## src/rtl/io_consts.svh

```systemverilog
/* I/O unit constants */

`ifndef IO_CONSTS_SVH
`define IO_CONSTS_SVH

// ~~~~~~~~~~~~~~~~~~~~~~~~~~~~~~~~~~~~~~~~
// Execution phase timer (XPT)
// ~~~~~~~~~~~~~~~~~~~~~~~~~~~~~~~~~~~~~~~~

`define IO_XPT_FIRST  3 // Address phase.
`define IO_XPT_BUS    4 // Strobe phase.
`define IO_XPT_SAMPLE 5 // Read data phase.
`define IO_XPT_LAST   6 // End group.

// ~~~~~~~~~~~~~~~~~~~~~~~~~~~~~~~~~~~~~~~~
// Control word queue
// ~~~~~~~~~~~~~~~~~~~~~~~~~~~~~~~~~~~~~~~~

`define IO_FIFO_DEPTH 4

`endif

```

## src/rtl/io_pkg.sv

```systemverilog
/* I/O unit types */

package io_pkg;

    // ~~~~~~~~~~~~~~~~~~~~~~~~~~~~~~~~~~~~~~~~
    // Instruction
    // ~~~~~~~~~~~~~~~~~~~~~~~~~~~~~~~~~~~~~~~~

    // IN A,(n) when is_out is low, OUT (n),A when high.
    typedef struct packed {
        logic       is_out;  // ITABLE bit 0.
        logic [7:0] port;    // Operand n.
        logic [7:0] a_value; // Accumulator.
    } io_instr_t;

    // ~~~~~~~~~~~~~~~~~~~~~~~~~~~~~~~~~~~~~~~~
    // Phase control word
    // ~~~~~~~~~~~~~~~~~~~~~~~~~~~~~~~~~~~~~~~~

    typedef logic [2:0] xpt_t;

    typedef struct packed {
        xpt_t       phase;
        logic       is_out;
        logic       sel_addr_aop; // Address from operand.
        logic       sel_data_a;   // Data from A.
        logic       write_a;      // Accumulator writeback.
        logic       last;         // Phase 6.
        logic [7:0] port;
        logic [7:0] data;
    } io_ctrl_t;

endpackage

```

## src/rtl/io_phase_decoder.sv

```systemverilog
/* XPT and ITABLE phase decoder */
`timescale 1ns/1ps

module io_phase_decoder
    import io_pkg::*;
(
    input  logic     enable,
    input  xpt_t     xpt,
    input  logic     is_out,
    output io_ctrl_t ctrl
);

    logic       t0xx;
    logic       t1xx;
    logic [3:0] ph;   // One-hot with bit k for phase k+3.
    logic [3:0] pc_i; // Per-phase IN selects.
    logic [3:0] pc_o; // Per-phase OUT selects.
    logic       sel_3_6;

    // ~~~~~~~~~~~~~~~~~~~~~~~~~~~~~~~~~~~~~~~~
    // XPT
    // ~~~~~~~~~~~~~~~~~~~~~~~~~~~~~~~~~~~~~~~~

    // Split on bit 2 first.
    assign t0xx = enable & ~xpt[2];
    assign t1xx = enable & xpt[2];

    assign ph[0] = t0xx & xpt[1] & xpt[0];   // 011.
    assign ph[1] = t1xx & ~xpt[1] & ~xpt[0]; // 100.
    assign ph[2] = t1xx & ~xpt[1] & xpt[0];  // 101.
    assign ph[3] = t1xx & xpt[1];            // 11x as 7 never occurs.

    // ~~~~~~~~~~~~~~~~~~~~~~~~~~~~~~~~~~~~~~~~
    // Direction
    // ~~~~~~~~~~~~~~~~~~~~~~~~~~~~~~~~~~~~~~~~

    assign pc_i = ph & {4{~is_out}};
    assign pc_o = ph & {4{is_out}};

    // Any of 3 to 6.
    assign sel_3_6 = |(pc_i | pc_o);

    // ~~~~~~~~~~~~~~~~~~~~~~~~~~~~~~~~~~~~~~~~
    // Control word
    // ~~~~~~~~~~~~~~~~~~~~~~~~~~~~~~~~~~~~~~~~

    always_comb begin
        ctrl              = '0;
        ctrl.phase        = enable ? xpt : '0;
        ctrl.is_out       = is_out & enable;
        ctrl.sel_addr_aop = sel_3_6;
        ctrl.sel_data_a   = |pc_o;              // OUT only.
        ctrl.write_a      = pc_i[3];            // IN at phase 6.
        ctrl.last         = pc_i[3] | pc_o[3];
    end

endmodule

```

## src/rtl/io_sequencer.sv

```systemverilog
/* I/O instruction sequencer */
`timescale 1ns/1ps
`include "io_consts.svh"

module io_sequencer
    import io_pkg::*;
(
    input  logic      clk,
    input  logic      arst_n,
    input  logic      instr_valid,
    input  io_instr_t instr,
    input  logic      full,
    output logic      busy,
    output logic      push,
    output io_ctrl_t  push_data
);

    io_instr_t instr_q;
    xpt_t      xpt;
    io_ctrl_t  dec_ctrl;
    logic      accept;

    assign accept = instr_valid & ~busy;
    assign push   = busy & ~full; // XPT holds while full.

    // ~~~~~~~~~~~~~~~~~~~~~~~~~~~~~~~~~~~~~~~~
    // XPT
    // ~~~~~~~~~~~~~~~~~~~~~~~~~~~~~~~~~~~~~~~~

    always_ff @(posedge clk or negedge arst_n) begin
        if (!arst_n) begin
            busy <= 1'b0;
            xpt  <= '0;
        end else if (accept) begin
            busy <= 1'b1;
            xpt  <= xpt_t'(`IO_XPT_FIRST);
        end else if (push) begin
            if (xpt == xpt_t'(`IO_XPT_LAST)) begin
                busy <= 1'b0;                   // Ends after the last push.
                xpt  <= '0;
            end else begin
                xpt <= xpt + 1'b1;
            end
        end
    end

    always_ff @(posedge clk) begin
        if (accept) begin
            instr_q <= instr;
        end
    end

    // ~~~~~~~~~~~~~~~~~~~~~~~~~~~~~~~~~~~~~~~~
    // Decode and merge
    // ~~~~~~~~~~~~~~~~~~~~~~~~~~~~~~~~~~~~~~~~

    io_phase_decoder u_decoder (
        .enable (busy),
        .xpt    (xpt),
        .is_out (instr_q.is_out),
        .ctrl   (dec_ctrl)
    );

    always_comb begin
        push_data      = dec_ctrl;
        push_data.port = instr_q.port;
        push_data.data = instr_q.a_value;
    end

endmodule

```

## src/rtl/ctrl_fifo.sv

```systemverilog
/* Control word FIFO */
`timescale 1ns/1ps

module ctrl_fifo #(
    parameter type T     = logic [7:0],
    parameter int  DEPTH = 4
) (
    input  logic clk,
    input  logic arst_n,
    input  logic push,
    input  T     push_data,
    input  logic pop,
    output T     pop_data,
    output logic full,
    output logic empty
);

    localparam int AW = (DEPTH > 1) ? $clog2(DEPTH) : 1;
    localparam int CW = $clog2(DEPTH + 1);

    T              mem [DEPTH];
    logic [AW-1:0] wr_ptr;
    logic [AW-1:0] rd_ptr;
    logic [CW-1:0] count;
    logic          do_push;
    logic          do_pop;

    assign full  = (count == CW'(DEPTH));
    assign empty = (count == '0);

    assign do_push = push & ~full;
    assign do_pop  = pop & ~empty;

    assign pop_data = mem[rd_ptr];

    // ~~~~~~~~~~~~~~~~~~~~~~~~~~~~~~~~~~~~~~~~
    // Pointers and occupancy
    // ~~~~~~~~~~~~~~~~~~~~~~~~~~~~~~~~~~~~~~~~

    always_ff @(posedge clk or negedge arst_n) begin
        if (!arst_n) begin
            wr_ptr <= '0;
            rd_ptr <= '0;
            count  <= '0;
        end else begin
            if (do_push) begin
                wr_ptr <= (wr_ptr == AW'(DEPTH - 1)) ? '0 : wr_ptr + 1'b1;
            end
            if (do_pop) begin
                rd_ptr <= (rd_ptr == AW'(DEPTH - 1)) ? '0 : rd_ptr + 1'b1;
            end
            case ({do_push, do_pop})
                2'b10:   count <= count + 1'b1;
                2'b01:   count <= count - 1'b1;
                default: count <= count;        // Both or neither.
            endcase
        end
    end

    // Storage.
    always_ff @(posedge clk) begin
        if (do_push) begin
            mem[wr_ptr] <= push_data;
        end
    end

endmodule

```

## src/rtl/io_bus_executor.sv

```systemverilog
/* I/O bus executor */
`timescale 1ns/1ps
`include "io_consts.svh"

module io_bus_executor
    import io_pkg::*;
(
    input  logic       clk,
    input  logic       arst_n,
    input  io_ctrl_t   pop_data,
    input  logic       empty,
    output logic       pop,
    input  logic [7:0] io_rdata,
    input  logic       io_wait,
    output logic [7:0] io_addr,
    output logic [7:0] io_wdata,
    output logic       io_rd,
    output logic       io_wr,
    output logic       acc_we,
    output logic [7:0] acc_wdata,
    output logic       done
);

    logic       rd_phase;  // IN word of phase 5 at the head.
    logic       bus_pop;
    logic       rd_pop;
    logic [7:0] rd_q;

    assign rd_phase = ~empty & ~pop_data.is_out &
                      (pop_data.phase == xpt_t'(`IO_XPT_SAMPLE));

    // Stall only while the device stretches a read.
    assign pop = ~empty & ~(rd_phase & io_wait);

    assign bus_pop = pop & (pop_data.phase == xpt_t'(`IO_XPT_BUS));
    assign rd_pop  = pop & rd_phase;

    // ~~~~~~~~~~~~~~~~~~~~~~~~~~~~~~~~~~~~~~~~
    // Strobes
    // ~~~~~~~~~~~~~~~~~~~~~~~~~~~~~~~~~~~~~~~~

    always_ff @(posedge clk or negedge arst_n) begin
        if (!arst_n) begin
            io_wr  <= 1'b0;
            io_rd  <= 1'b0;
            done   <= 1'b0;
            acc_we <= 1'b0;
        end else begin
            io_wr  <= bus_pop & pop_data.is_out;
            io_rd  <= bus_pop & ~pop_data.is_out;
            done   <= pop & pop_data.last;
            acc_we <= pop & pop_data.last & pop_data.write_a; // IN only.
        end
    end

    // ~~~~~~~~~~~~~~~~~~~~~~~~~~~~~~~~~~~~~~~~
    // Address and data
    // ~~~~~~~~~~~~~~~~~~~~~~~~~~~~~~~~~~~~~~~~

    always_ff @(posedge clk) begin
        if (bus_pop) begin
            io_addr  <= pop_data.sel_addr_aop ? pop_data.port : '0;
            io_wdata <= pop_data.sel_data_a ? pop_data.data : '0;
        end
        if (rd_pop) begin
            rd_q <= io_rdata;                   // First cycle without wait.
        end
        if (pop & pop_data.write_a) begin
            acc_wdata <= rd_q;
        end
    end

endmodule

```

## src/rtl/io_unit_top.sv

```systemverilog
/* I/O instruction unit */
`timescale 1ns/1ps
`include "io_consts.svh"

module io_unit_top
    import io_pkg::*;
(
    input  logic       clk,
    input  logic       arst_n,
    input  logic       instr_valid,
    input  io_instr_t  instr,
    input  logic [7:0] io_rdata,
    input  logic       io_wait,
    output logic       busy,
    output logic [7:0] io_addr,
    output logic [7:0] io_wdata,
    output logic       io_rd,
    output logic       io_wr,
    output logic       acc_we,
    output logic [7:0] acc_wdata,
    output logic       done
);

    logic     push;
    io_ctrl_t push_data;
    logic     full;
    logic     pop;
    io_ctrl_t pop_data;
    logic     empty;

    io_sequencer u_sequencer (
        .clk         (clk),
        .arst_n      (arst_n),
        .instr_valid (instr_valid),
        .instr       (instr),
        .full        (full),
        .busy        (busy),
        .push        (push),
        .push_data   (push_data)
    );

    ctrl_fifo #(
        .T     (io_ctrl_t),
        .DEPTH (`IO_FIFO_DEPTH)
    ) u_fifo (
        .clk       (clk),
        .arst_n    (arst_n),
        .push      (push),
        .push_data (push_data),
        .pop       (pop),
        .pop_data  (pop_data),
        .full      (full),
        .empty     (empty)
    );

    io_bus_executor u_executor (
        .clk       (clk),
        .arst_n    (arst_n),
        .pop_data  (pop_data),
        .empty     (empty),
        .pop       (pop),
        .io_rdata  (io_rdata),
        .io_wait   (io_wait),
        .io_addr   (io_addr),
        .io_wdata  (io_wdata),
        .io_rd     (io_rd),
        .io_wr     (io_wr),
        .acc_we    (acc_we),
        .acc_wdata (acc_wdata),
        .done      (done)
    );

endmodule

```

## config.mk

```make
export PLATFORM = sky130hd
export DESIGN_NAME = io_unit_top
export DESIGN_NICKNAME = d
export VERILOG_FILES = /design/src/rtl/io_pkg.sv /design/src/rtl/io_phase_decoder.sv /design/src/rtl/io_sequencer.sv /design/src/rtl/ctrl_fifo.sv /design/src/rtl/io_bus_executor.sv /design/src/rtl/io_unit_top.sv
export VERILOG_INCLUDE_DIRS = /design/src /design/src/rtl
export SDC_FILE = /design/constraint.sdc
export NUM_CORES = 1
export LEC_CHECK = 0
export ABC_AREA = 1
export BUFFER_PORTS_ARGS = -buffer_cell sky130_fd_sc_hd__buf_4
export CAP_MARGIN = 20
export CORE_MARGIN = 2
export CORE_UTILIZATION = 60
export CTS_BUF_LIST = sky130_fd_sc_hd__clkbuf_2 sky130_fd_sc_hd__clkbuf_4 sky130_fd_sc_hd__clkbuf_8
export CTS_CLUSTER_SIZE = 8
export DETAILED_ROUTE_END_ITERATION = 8
export HOLD_SLACK_MARGIN = 0.06
export PLACE_DENSITY = 0.79
export SLEW_MARGIN = 20
export SYNTH_ARGS = -nofsm -noshare
export SYNTH_HDL_FRONTEND = slang
export SYNTH_HIERARCHICAL = 1
export SYNTH_SLANG_ARGS = --single-unit
```

## constraint.sdc

```tcl
create_clock -name clk -period 4.7 [get_ports clk]
set_input_delay 0.47 -clock clk [delete_from_list [all_inputs] [get_ports clk]]
set_output_delay 0.47 -clock clk [all_outputs]
set_load 0.03 [all_outputs]
```

# ---- Yosys cells after proc, flatten, opt, wreduce, memory -nomap -nowiden
# Memory sizes are Yosys's and may differ from the RTL's.
# Index checks and enable logic that the tools add are counted.
dict set report word_totals {
  memories 1
  mem_bits_rw 96
  out_inout_bits 29
  input_bits 29
  reg_bits 64
}
# memory depth width read_ports rd_clocked_by_memory_dff write_ports line_no
set memory_table {}
lappend memory_table {u_fifo.mem 4 24 1 0 1 ctrl_fifo.sv:21} ;# T mem [DEPTH];
dict set report op_classes {
  mux 12
  reduce_logical 7
  bitwise_logic 37
  add_sub_neg 5
  eq_ne 8
}
# operator n
set op_table {}
lappend op_table {{AND 1 bit} 24}
lappend op_table {{equality test 3 bit, second input constant} 4}
lappend op_table {{two-way mux 3 bit} 4}
lappend op_table {{NOT 1 bit} 9}
lappend op_table {{AND 4 bit} 2}
lappend op_table {{OR reduction 4 bit} 2}
lappend op_table {{adder 3 x 1 -> 3 bit, second input constant} 2}
lappend op_table {{equality test 2 bit, second input constant} 3}
lappend op_table {{one-hot mux 3 bit (2 select lines)} 1}
lappend op_table {{nonzero test 2 bit} 3}
lappend op_table {{two-way mux 1 bit} 5}
lappend op_table {{adder 2 x 1 -> 2 bit, second input constant} 2}
lappend op_table {{two-way mux 2 bit} 2}
lappend op_table {{OR 4 bit} 1}
lappend op_table {{zero test 3 bit} 1}
lappend op_table {{subtractor 3 x 1 -> 3 bit, second input constant} 1}
lappend op_table {{equality test 2 x 1 -> 1 bit, second input constant} 1}
lappend op_table {{AND reduction 2 bit} 1}
lappend op_table {{OR 1 bit} 1}

# ---- Longest topological paths before layout
# Gate-level depths: netlist of run 1.
dict set report depth {
  depth_word 10
  mapped_depth 20
}

# ---- Hierarchy
# Netlist of run 1, hierarchy kept.
# mod area_each_um2 cells_each n_inst
set by_module_without_submodules {}
lappend by_module_without_submodules {ctrl_fifo 4362.9 341 1}
lappend by_module_without_submodules {io_bus_executor 1293.7 90 1}
lappend by_module_without_submodules {io_sequencer 842.1 65 1}
lappend by_module_without_submodules {io_phase_decoder 202.7 33 1}

# ---- Least setup slack after synthesis of run 1
# No wires, ideal clock.
dict set report synth_path {
  kind {register -> register}
  from {reg u_sequencer.busy}
  to {mem u_fifo/mem[0][0] (netlist name), enable pin}
  path_stages_with_launch 5
  setup_ns 0.405
  t_arrival_ns 2.133
  setup_slack_ns 2.162
  required_ns 4.295
  path_cell_list {dfrtp_1 -> inv_1 -> nor2_1 -> nand2_1 -> nor2_1}
}
dict set report synth_between {
  elab_chain_len 4
}
# item line_no
set synth_rtl {}
lappend synth_rtl {{from (decl)} io_sequencer.sv:13} ;# output logic busy,
lappend synth_rtl {{from (signal assigned)} io_sequencer.sv:32} ;# busy <= 1'b0;
lappend synth_rtl {{from (signal assigned)} io_sequencer.sv:35} ;# busy <= 1'b1;
lappend synth_rtl {{from (signal assigned)} io_sequencer.sv:39} ;# busy <= 1'b0;
lappend synth_rtl {{AND 1 bit} io_sequencer.sv:24} ;# assign push = busy & ~full;
lappend synth_rtl {{via push} io_unit_top.sv:24} ;# logic push;
lappend synth_rtl {{AND 1 bit} ctrl_fifo.sv:31} ;# assign do_push = push & ~full;
lappend synth_rtl {{two-way mux 1 bit} ctrl_fifo.sv:62} ;# if (do_push) begin
lappend synth_rtl {{two-way mux 1 bit (implied by the code)} ctrl_fifo.sv:63} ;# mem[wr_ptr] <= push_data;
lappend synth_rtl {{to (decl)} ctrl_fifo.sv:21}
# The timed path passes the listed nets, and every way through them passes these cells.

==> metrics.txt, run 1 <==
outcome=complete, no violations; Met3 Wirelength=458 microns; syn_nets=548; area of the core=10700 sq um; # Max-Cap Violations=0; final wirelength=10700 microns; RSZ-0062 raised after global routing=false; Hold Path Origin=instr[13]; die area=11800 sq um; register area=4730 sq um; crit-path max FO=27; vias per cell=5.08; leakage=3.17 nW; clk sink count=160; Hold Crit Depth=1; R2R cell count=17; setup TNS=0 ns; Crit Path Category=flip-flop to flip-flop; Max Root-Sink Buffers=2; wire length on met1=4270 microns; Overflow after GRT=0; post-route minimum period=2.99 ns; fmax=335 MHz; Port Buf Inserts=57; Slew Limit Fails=0; DR vias=3621; part of the cycle the worst path needs=0.635; Hold Path Class=input pin to flip-flop; first-pass GRT wire length=17500 microns; Reg2Reg Setup Slack=1.71 ns; Residual DRC=0; Tot GR Track Use=0.204; VDD IR max=0.000410 V; GP Congestion=0.737; Slew headroom=0.376; largest net degree at the start of global routing=69; CTS tree=done; Setup Fix Bufs, Post-CTS=0; Top Metal Used=met4; actual slew at the worst max-slew pin=0.935 ns; initial antenna violation count=0; Layout area overhead=12.6%; Post-Syn Instances=512; met2 wire length=5670 microns; Worst Setup End Kind=flip-flop; P per Cell Area=723 nW/um^2; post-route clock skew=0.0120 ns; WHS Endpoint=u_sequencer/push_data[13]$_DFFE_PP_; final setup violating endpoints=0; DIE WIDTH=109 microns; CP arrival=3.32 ns; area of the multi-input gates=1240 sq um; Post-Syn Area=6580 sq um; vias in the first global route=3700; hold_ws=0.198 ns; ant diodes=0; Required @ worst endpoint=5.04 ns; Critical Path Start Type=flip-flop; nets@finish=596; worst setup path start=u_fifo/rd_ptr[1]$_DFFE_PN0P_; Vert. Die Dim=109 microns; Post-DP HPWL=6660 microns; reg2reg end=u_fifo/count[2]$_DFFE_PN0P_; htree depth=4; Clock Pin Slew Worst Setup and Hold Paths=0.08 ns; worst reg2reg startpoint=u_fifo/rd_ptr[1]$_DFFE_PN0P_; drt first pass iters=5; final hold violation count=0; # rows=38; Num CTS Buffers=17; Ports=58; Worst-Skew Late Latency=0.45 ns; Root Buffer=clkbuf_8; Warnings, synthesis=6; drt first-iter violations=200; initial core utilization=0.612; wire per inst=15.0 microns; Routed Antenna Nets=0; FILL cells=752; synthesized area per cell=12.8 sq um; layout cells sized above 1=0.223
## layer usage
layer,global-route usage,up-vias
met1,0.238,1734
met2,0.353,85
li1,-,1779
met3,0.0496,23
met5,0,-
met4,0.0989,0
## per-stage QoR
| stage | total power (W) | setup slack, ns | util | instances | instance area [sq um] |
|---|---|---|---|---|---|
| after floorplan | 0.00389 | 2.16 | - | 512 | 6580 |
| after global placement | 0.00429 | 1.80 | 0.650 | 680 | 6990 |
| after detailed placement | 0.00440 | 1.57 | 0.650 | 680 | 6990 |
| after CTS | 0.00540 | 1.56 | 0.689 | 713 | 7410 |
| after global routing | 0.00571 | 1.41 | 0.690 | 713 | 7410 |
| final | 0.00536 | 1.71 | 0.690 | 713 | 7410 |
## report_power, final
group	internal, W	leakage, nW	switching [W]
sequential	0.00221	1.53	0.000262
combinational	0.000604	1.44	0.00128
clock	0.000531	0.202	0.000470
## how the worst max path moves through the flow
| stage | end | slack, ns | depth (start not counted) |
|---|---|---|---|
| 2_1_floorplan | u_fifo/mem[0][0]$_DFFE_PP_ | 2.16 | 4 |
| 3_3_place_gp | u_fifo/count[2]$_DFFE_PN0P_ | 1.80 | 17 |
| 3_5_place_dp | u_fifo/count[1]$_DFFE_PN0P_ | 1.57 | 13 |
| 4_1_cts | u_fifo/count[2]$_DFFE_PN0P_ | 1.56 | 15 |
| 5_1_grt | u_fifo/count[2]$_DFFE_PN0P_ | 1.41 | 17 |
| 6_report | u_fifo/count[2]$_DFFE_PN0P_ | 1.71 | 17 |
## timing repair
action                                 in CTS  in global routing
hold buffers                                1                  0
resized for setup                           0                  0
endpoints found under the hold margin      15                  0
## flip-flops by register name, indices dropped and copies added, names as in the netlist, 3 cells and up
name and count:
u_executor/io_addr 8, u_sequencer/push_data 16, u_fifo/mem 96, u_executor/acc_wdata 8, u_executor/io_wdata 8, u_executor/rd_q 8
u_fifo/count 3, u_sequencer/xpt 3
## layout make-up
class / count / area share
Clock buffer: 23 / 0.0402
Clock inverter: 9 / 0.0149
Inverter: 99 / 0.0502
Multi-Input combinational cell: 218 / 0.167
Sequential cell: 160 / 0.639
Tap cell: 140 / 0.0236
Timing Repair Buffer: 64 / 0.0652
## placed cells by master, fill, tap and decap left out, types with 2 or more instances in the layout
| cell | n |
|---|---|
| clkbuf_4 | 3 |
| clkinv_4 | 2 |
| a21oi_1 | 2 |
| ha_1 | 6 |
| o21ai_0 | 2 |
| edfxtp_1 | 145 |
| dfrtp_1 | 14 |
| clkbuf_8 | 20 |
| bufinv_16 | 2 |
| nand3_1 | 10 |
| nor2_2 | 5 |
| buf_4 | 63 |
| inv_1 | 98 |
| o211ai_2 | 19 |
| clkinvlp_4 | 3 |
| nand2_2 | 2 |
| nor2_1 | 16 |
| clkinv_2 | 2 |
| o211ai_1 | 29 |
| nand2_1 | 119 |
## critical path, stage by stage (launching register included)
cell and delay (ns):
dfrtp_1 0.36, buf_4 0.24, inv_2 0.52, o211ai_2 0.17
nand2_1 0.14, nor2_2 0.06, nand4_2 0.11, nand2_1 0.08
inv_1 0.09, nand2_1 0.09, inv_1 0.07, ha_1 0.16
inv_1 0.07, fa_1 0.39, nand2_1 0.10, nand3_1 0.09
nand2_1 0.06, nand2_1 0.05
Power figures use the tool's default switching activity.
==> inputs of run 2 (changes only) <==
--- a/config.mk
+++ b/config.mk
@@ -10,12 +10,12 @@
 export BUFFER_PORTS_ARGS = -buffer_cell sky130_fd_sc_hd__buf_4
 export CAP_MARGIN = 20
 export CORE_MARGIN = 2
-export CORE_UTILIZATION = 60
+export CORE_UTILIZATION = 56
 export CTS_BUF_LIST = sky130_fd_sc_hd__clkbuf_2 sky130_fd_sc_hd__clkbuf_4 sky130_fd_sc_hd__clkbuf_8
 export CTS_CLUSTER_SIZE = 8
 export DETAILED_ROUTE_END_ITERATION = 8
 export HOLD_SLACK_MARGIN = 0.06
-export PLACE_DENSITY = 0.79
+export PLACE_DENSITY = 0.78
 export SLEW_MARGIN = 20
 export SYNTH_ARGS = -nofsm -noshare
 export SYNTH_HDL_FRONTEND = slang
==> constraint.sdc (replaced) <==
create_clock -name clk -period 2.4 [get_ports clk]
set_input_delay 0.24 -clock clk [delete_from_list [all_inputs] [get_ports clk]]
set_output_delay 0.24 -clock clk [all_outputs]
set_load 0.03 [all_outputs]
==> run 2 against run 1 <==
Cell count rose by 6.6%. Wire length grew 9.7%. Core utilization rose by 0.41 points. Via count increased by 7.5%. Total power up 110%. Register-to-register slack worse by 1.7 ns. Die area up 6.9%. Clock power rose by 100%. Sequential power grew 91%. Hold slack worse by 0.025 ns. Global-route usage is 1.1 points lower. Critical path type unchanged. Critical endpoint is now u_fifo/count[1]$_DFFE_PN0P_.
==> metrics.txt, run 2 (synthesis results as in run 1) <==
WHS Endpoint=u_executor/acc_we$_DFF_PN0_; leakage=3.39 nW (+6.7%); Clock Pin Slew Worst Setup and Hold Paths=0.08 ns (about the same); initial antenna violation count=0 (unchanged); Crit Path Category=flip-flop to flip-flop; worst reg2reg startpoint=u_fifo/rd_ptr[0]$_DFFE_PN0P_; Hold Path Origin=io_wait; final setup violating endpoints=0 (unchanged); DIE WIDTH=112 microns (+3.4%); drt first pass iters=4 (-1); post-route clock skew=0.0137 ns (+0.00169 ns); Sequential Power Share=0.417 (-0.044); Slew headroom=0.625 (+0.249); Root Buffer=clkbuf_8; die area=12600 sq um (+6.9%); GP Congestion=0.829 (+12%); ant diodes=0 (unchanged); Vert. Die Dim=112 microns (+3.4%); Slew Limit Fails=0 (unchanged); CP arrival=2.76 ns (-0.56 ns); Net Switching=0.00426 W (+110%); Required @ worst endpoint=2.77 ns (-2.27 ns); post-route minimum period=2.39 ns (-0.592 ns); Sw Share=0.378 (+0.00195); VDD IR max=0.000660 V (+61%); clock share of power=0.178 (-0.009); fmax=418 MHz (+25%); Buf/Inv on CP=5 (unchanged); vias per cell=5.12 (+0.81%); CP Depth=15 (-2); reg2reg end=u_fifo/count[1]$_DFFE_PN0P_; Port Buf Inserts=57 (unchanged); P per Cell Area=1420 nW/um^2 (+97%); post-place instance area=7120 sq um (+1.8%); # Max-Cap Violations=0 (unchanged); htree depth=4 (unchanged); DR vias=3891 (+7.5%); actual slew at the worst max-slew pin=0.562 ns (-0.373 ns); Routed Antenna Nets=0 (unchanged); placed insts=693 (+1.9%); area of the core=11400 sq um (+6.3%); Tot GR Track Use=0.193 (-0.0108); Critical Path Start Type=flip-flop; outcome=complete, no violations; Num CTS Buffers=17 (unchanged); crit-path max FO=6 (-78%); Worst-Skew Late Latency=0.44 ns (about the same); CP max stage cell=dfrtp_2; wire per inst=15.4 microns (+3.0%); FILL cells=746 (-0.80%); Crit path largest cell delay=0.47 ns (-0.05 ns); initial core utilization=0.576 (-0.0361); # rows=39 (+2.6%); part of the cycle the worst path needs=0.998 (+0.362); max reg flops=96 (unchanged); Gate power share=0.405 (+0.053); Setup WS pre-CTS=0.00819 ns (-1.56 ns); final worst slack=0.00599 ns (-1.71 ns); clk sink count=160 (unchanged); drt first-iter violations=252 (+26%); Ports=58 (unchanged); final wirelength=11700 microns (+9.7%); register area=4730 sq um (about the same); Post-DP HPWL=7030 microns (+5.6%); CTS tree=done; Hold Path Class=input pin to flip-flop; R2R cell count=15 (-2); Layout area overhead=20.4%; crit-path cells=buf_6 -> nand2_1 -> o211ai_1 -> nand2_1 -> inv_2 -> nor2_4 -> nand4_4 -> nand2_2 -> inv_2 -> nand2_2 -> inv_2 -> ha_4 -> inv_4 -> fa_2 -> o21ai_2; largest net degree at the start of global routing=52 (-25%); most common cell after layout, fill and taps aside=edfxtp_1; Hold Crit Depth=4 (+3); Final Instance Area=7920 sq um (+6.9%); total power=0.0113 W (+110%); Overflow after GRT=0 (unchanged); most flop-heavy register=u_fifo/mem; vias in the first global route=3873 (+4.7%); most frequent cells in the layout=edfxtp_1, nand2_1, inv_1, buf_4, o211ai_1; Util after Layout=0.694 (+0.00406); final hold violation count=0 (unchanged); first-pass GRT wire length=18700 microns (+6.8%); Residual DRC=0 (unchanged); Worst Setup End Kind=flip-flop; nets@finish=640 (+7.4%); delay-heaviest family, CP=simple AND/OR/NAND/NOR gates; Reg2Reg Setup Slack=0.006 ns (-1.71 ns); layout cells sized above 1=0.258 (+0.0343); area of the multi-input gates=1290 sq um (+3.8%); Int Power=0.00702 W (+110%); final non-filler cell total=760 (+6.6%); Max Root-Sink Buffers=2 (unchanged); Critical Path Most Common Cell=inv_2
[run 2: cell count changes in the layout (fill, tap and decap cells not counted), sizes merged]
| cell | before | now |
|---|---|---|
| inv | 99 | 103 |
| buf | 63 | 81 |
| clkinvlp | 3 | 1 |
| clkbuf | 23 | 19 |
| bufinv | 2 | 3 |
| dlygate4sd3 | 1 | 27 |
| clkinv | 4 | 5 |
[run 2: worst max path at each step]
| stage | from | to | slack [ns] |
|---|---|---|---|
| 3_5_place_dp | u_fifo/rd_ptr[1]$_DFFE_PN0P_ | u_fifo/count[2]$_DFFE_PN0P_ | 0.008 |
| 5_1_grt | u_fifo/rd_ptr[0]$_DFFE_PN0P_ | u_fifo/count[1]$_DFFE_PN0P_ | -0.09 |
| 2_1_floorplan | u_sequencer/busy$_DFFE_PN0P_ | u_fifo/mem[0][0]$_DFFE_PP_ | -0.14 |
| 6_report | u_fifo/rd_ptr[0]$_DFFE_PN0P_ | u_fifo/count[1]$_DFFE_PN0P_ | 0.006 |
| 3_3_place_gp | u_fifo/rd_ptr[0]$_DFFE_PN0P_ | u_fifo/count[2]$_DFFE_PN0P_ | 0.13 |
| 4_1_cts | u_fifo/rd_ptr[0]$_DFFE_PN0P_ | u_fifo/count[2]$_DFFE_PN0P_ | 0.01 |
[run 2: stage by stage]
step	setup TNS, ns	hold WS, ns
2_1_floorplan	-13.26	-0.0556
3_3_place_gp	0	0.103
3_5_place_dp	0	0.111
4_1_cts	0	0.147
5_1_grt	-0.177	0.168
6_report	0	0.173
[run 2: power groups by stage]
stage	Sequential (W)	Combinational [W]	Clock, W
after CTS	0.00469	0.00422	0.00204
after global placement	0.00472	0.00394	0
final	0.00471	0.00457	0.00200
after floorplan	0.00510	0.00252	0
after detailed placement	0.00478	0.00409	0
after global routing	0.00480	0.00501	0.00218
[run 2: repair_timing]
action | CTS | global route
setup endpoints to repair | 2 | 2
resized for setup | 2 | 23
hold buffers | 27 | 0
endpoints found under the hold margin | 42 | 0
setup buffers | 4 | 4
pin swaps | 0 | 8
[run 2: cell type report]
| cell class | instances | area share |
|---|---|---|
| clock buffer | 19 | 0.0314 |
| sequential | 160 | 0.597 |
| timing repair buffer | 108 | 0.119 |
| multi-input combinational | 218 | 0.162 |
| clock inverter | 13 | 0.0202 |
| inverter | 99 | 0.0472 |
| tap | 143 | 0.0226 |
[run 2: layer usage]
layer | up-vias | global-route usage | part of all wire
li1 | 1874 | - | -
met1 | 1872 | 0.235 | 0.39
met2 | 115 | 0.326 | 0.53
met3 | 30 | 0.0513 | 0.051
met4 | 0 | 0.0854 | 0.025
met5 | - | 0 | 0
[run 2: worst reg2reg max path, delay by kind of cell, from the launching register on]
| family | cells | cell delay, ns |
|---|---|---|
| adder cells (fa/ha/maj) | 2 | 0.60 |
| AND/OR/NAND/NOR | 6 | 0.62 |
| flip-flops | 1 | 0.47 |
| AO/OA/AOI/OAI | 2 | 0.26 |
| buffers and inverters | 5 | 0.36 |
==> inputs of run 3 (changes only) <==
--- a/config.mk
+++ b/config.mk
@@ -16,6 +16,7 @@
 export DETAILED_ROUTE_END_ITERATION = 8
 export HOLD_SLACK_MARGIN = 0.06
 export PLACE_DENSITY = 0.78
+export RECOVER_POWER = 100
 export SLEW_MARGIN = 20
 export SYNTH_ARGS = -nofsm -noshare
 export SYNTH_HDL_FRONTEND = slang
==> run 3 against run 2 <==
Maximum frequency is 0.82% higher. Sequential share of layout area is 1.0 points higher. Critical path depth stayed put. Sequential power hardly changed. Clock-buffer cell count stayed put. Worst setup slack better by 0.020 ns. Via count hardly changed. Wire length is 0.17% higher. Cell area is 1.7% lower. Register-to-register slack better by 0.02 ns. Largest power group unchanged. Highest routed layer unchanged.
==> metrics.txt, run 3 (synthesis results as in run 1) <==
outcome=complete, no violations; CTS tree=done; vias in the first global route=3873 (unchanged); VDD IR max=0.000658 V (-0.34%); post-route minimum period=2.37 ns (-0.0196 ns); fmax=421 MHz (+0.82%); Ports=58 (unchanged); Num CTS Buffers=17 (unchanged); FILL cells=787 (+5.5%); Layout area overhead=18.4%; Post-DP HPWL=7030 microns (unchanged); crit-path max FO=6 (unchanged); Buf/Inv on CP=5 (unchanged); setup TNS=0 ns (unchanged); part of the cycle the worst path needs=0.989 (-0.00816); Util after Layout=0.682 (-0.0116); Root Buffer=clkbuf_8; first-pass GRT wire length=18700 microns (unchanged); crit-path cells=buf_6 -> nand2_1 -> o211ai_1 -> nand2_1 -> inv_2 -> nor2_4 -> nand4_4 -> nand2_2 -> inv_2 -> nand2_2 -> inv_2 -> ha_4 -> inv_4 -> fa_2 -> o21ai_2; # Max-Cap Violations=0 (unchanged); drt first pass iters=4 (unchanged); Max Root-Sink Buffers=2 (unchanged); htree depth=4 (unchanged); ant diodes=0 (unchanged); delay-heaviest family, CP=simple AND/OR/NAND/NOR gates; initial core utilization=0.576 (unchanged); M2 GR Usage=0.326 (unchanged); Final Instance Area=7790 sq um (-1.7%); layout cells sized above 1=0.201 (-0.0567); # rows=39 (unchanged); CP arrival=2.74 ns (-0.02 ns); clk sink count=160 (unchanged); final setup violating endpoints=0 (unchanged); largest net degree at the start of global routing=52 (unchanged); most frequent cells in the layout=edfxtp_1, nand2_1, inv_1, clkbuf_1, o211ai_1; Worst Setup End Kind=flip-flop; post-place instance area=7120 sq um (unchanged); Residual DRC=0 (unchanged); busiest grt layer=met2; initial antenna violation count=0 (unchanged); vias per cell=5.12 (about the same); nets@finish=640 (unchanged); Overflow after GRT=0 (unchanged); post-route clock skew=0.0123 ns (-0.00141 ns); P per Cell Area=1420 nW/um^2 (-0.22%); Critical Path Most Common Cell=inv_2; area of the core=11400 sq um (unchanged); Hold Crit Depth=4 (unchanged); Critical Path Start Type=flip-flop; Port Buf Inserts=57 (unchanged); worst setup path start=u_fifo/rd_ptr[0]$_DFFE_PN0P_; most common cell after layout, fill and taps aside=edfxtp_1; final worst slack=0.0256 ns (+0.0196 ns); final wirelength=11700 microns (+0.17%); Slew headroom=0.417 (-0.209); Clock Pin Slew Worst Setup and Hold Paths=0.08 ns (about the same); Setup WS pre-CTS=0.00819 ns (unchanged); Crit path largest cell delay=0.47 ns (about the same); actual slew at the worst max-slew pin=0.875 ns (+0.313 ns); leakage=3.26 nW (-3.6%); placed insts=693 (unchanged); Hold Path Class=input pin to flip-flop; max reg flops=96 (unchanged); final hold violation count=0 (unchanged); CP Depth=15 (unchanged); DIE WIDTH=112 microns (unchanged); Routed Antenna Nets=0 (unchanged); CP max stage cell=dfrtp_2; R2R cell count=15 (unchanged); drt first-iter violations=245 (-2.8%); GP Congestion=0.829 (unchanged); Required @ worst endpoint=2.77 ns (about the same); wire per inst=15.4 microns (+0.17%); Tot GR Track Use=0.193 (unchanged); DR vias=3890 (-0.026%); Crit Path Category=flip-flop to flip-flop; die area=12600 sq um (unchanged); Hold Path Origin=io_wait; Vert. Die Dim=112 microns (unchanged); Slew Limit Fails=0 (unchanged); grt met1 use=0.235 (unchanged); final non-filler cell total=760 (unchanged); most flop-heavy register=u_fifo/mem; worst reg2reg startpoint=u_fifo/rd_ptr[0]$_DFFE_PN0P_; Worst-Skew Late Latency=0.44 ns (about the same); met3 GRT Util=0.0513 (unchanged)
run 3: what timing repair did:
action,4_1_cts,5_1_grt
resized for setup,2,23
pin swaps,0,8
buffers inserted,4,4
endpoints found under the hold margin,42,0
hold buffers,27,0
setup endpoints to repair,2,2
run 3: metrics by stage:
stage,power (W),hold WS [ns]
floorplan,0.00761,-0.0556
global placement,0.00866,0.103
detailed placement,0.00888,0.111
CTS,0.0110,0.147
global route,0.0118,0.168
finish,0.0111,0.177
run 3: worst paths after layout:
check	endpoint	slack, ns
min in group asynchronous	u_executor/done$_DFF_PN0_	0.45
worst min-delay path	u_executor/acc_we$_DFF_PN0_	0.18
worst max-delay path	u_fifo/count[1]$_DFFE_PN0P_	0.03
worst max register to register	u_fifo/count[1]$_DFFE_PN0P_	0.03
worst min register to register	u_executor/acc_wdata[0]$_DFFE_PP_	0.42
max in group asynchronous	u_fifo/rd_ptr[0]$_DFFE_PN0P_	1.35
run 3: tightest hold or removal path, stage by stage:
cell	delay, ns
buf_4	0.10
nand4_4	0.11
nand3_2	0.09
nor2_1	0.04
run 3: layout make-up:
| cell class | count | area (sq um) | area share |
|---|---|---|---|
| multi-input combinational | 218 | 1270 | 0.163 |
| timing repair buffer | 108 | 821 | 0.105 |
| clock inverter | 13 | 160 | 0.0206 |
| tap | 143 | 179 | 0.0230 |
| inverter | 99 | 374 | 0.0480 |
| sequential | 160 | 4730 | 0.608 |
| clock buffer | 19 | 249 | 0.0320 |
run 3: report_power, final:
group,leakage (nW),switching [W],internal [W]
logic,1.53,0.00292,0.00144
clock network,0.206,0.000948,0.00106
registers,1.53,0.000385,0.00432
total,3.26,0.00425,0.00681
run 3: metal layers:
| layer | vias to the layer above | routed length (microns) |
|---|---|---|
| met2 | 89 | 6280 |
| met1 | 1899 | 4730 |
| met5 | - | 0 |
| li1 | 1873 | - |
| met4 | 0 | 268 |
| met3 | 29 | 443 |
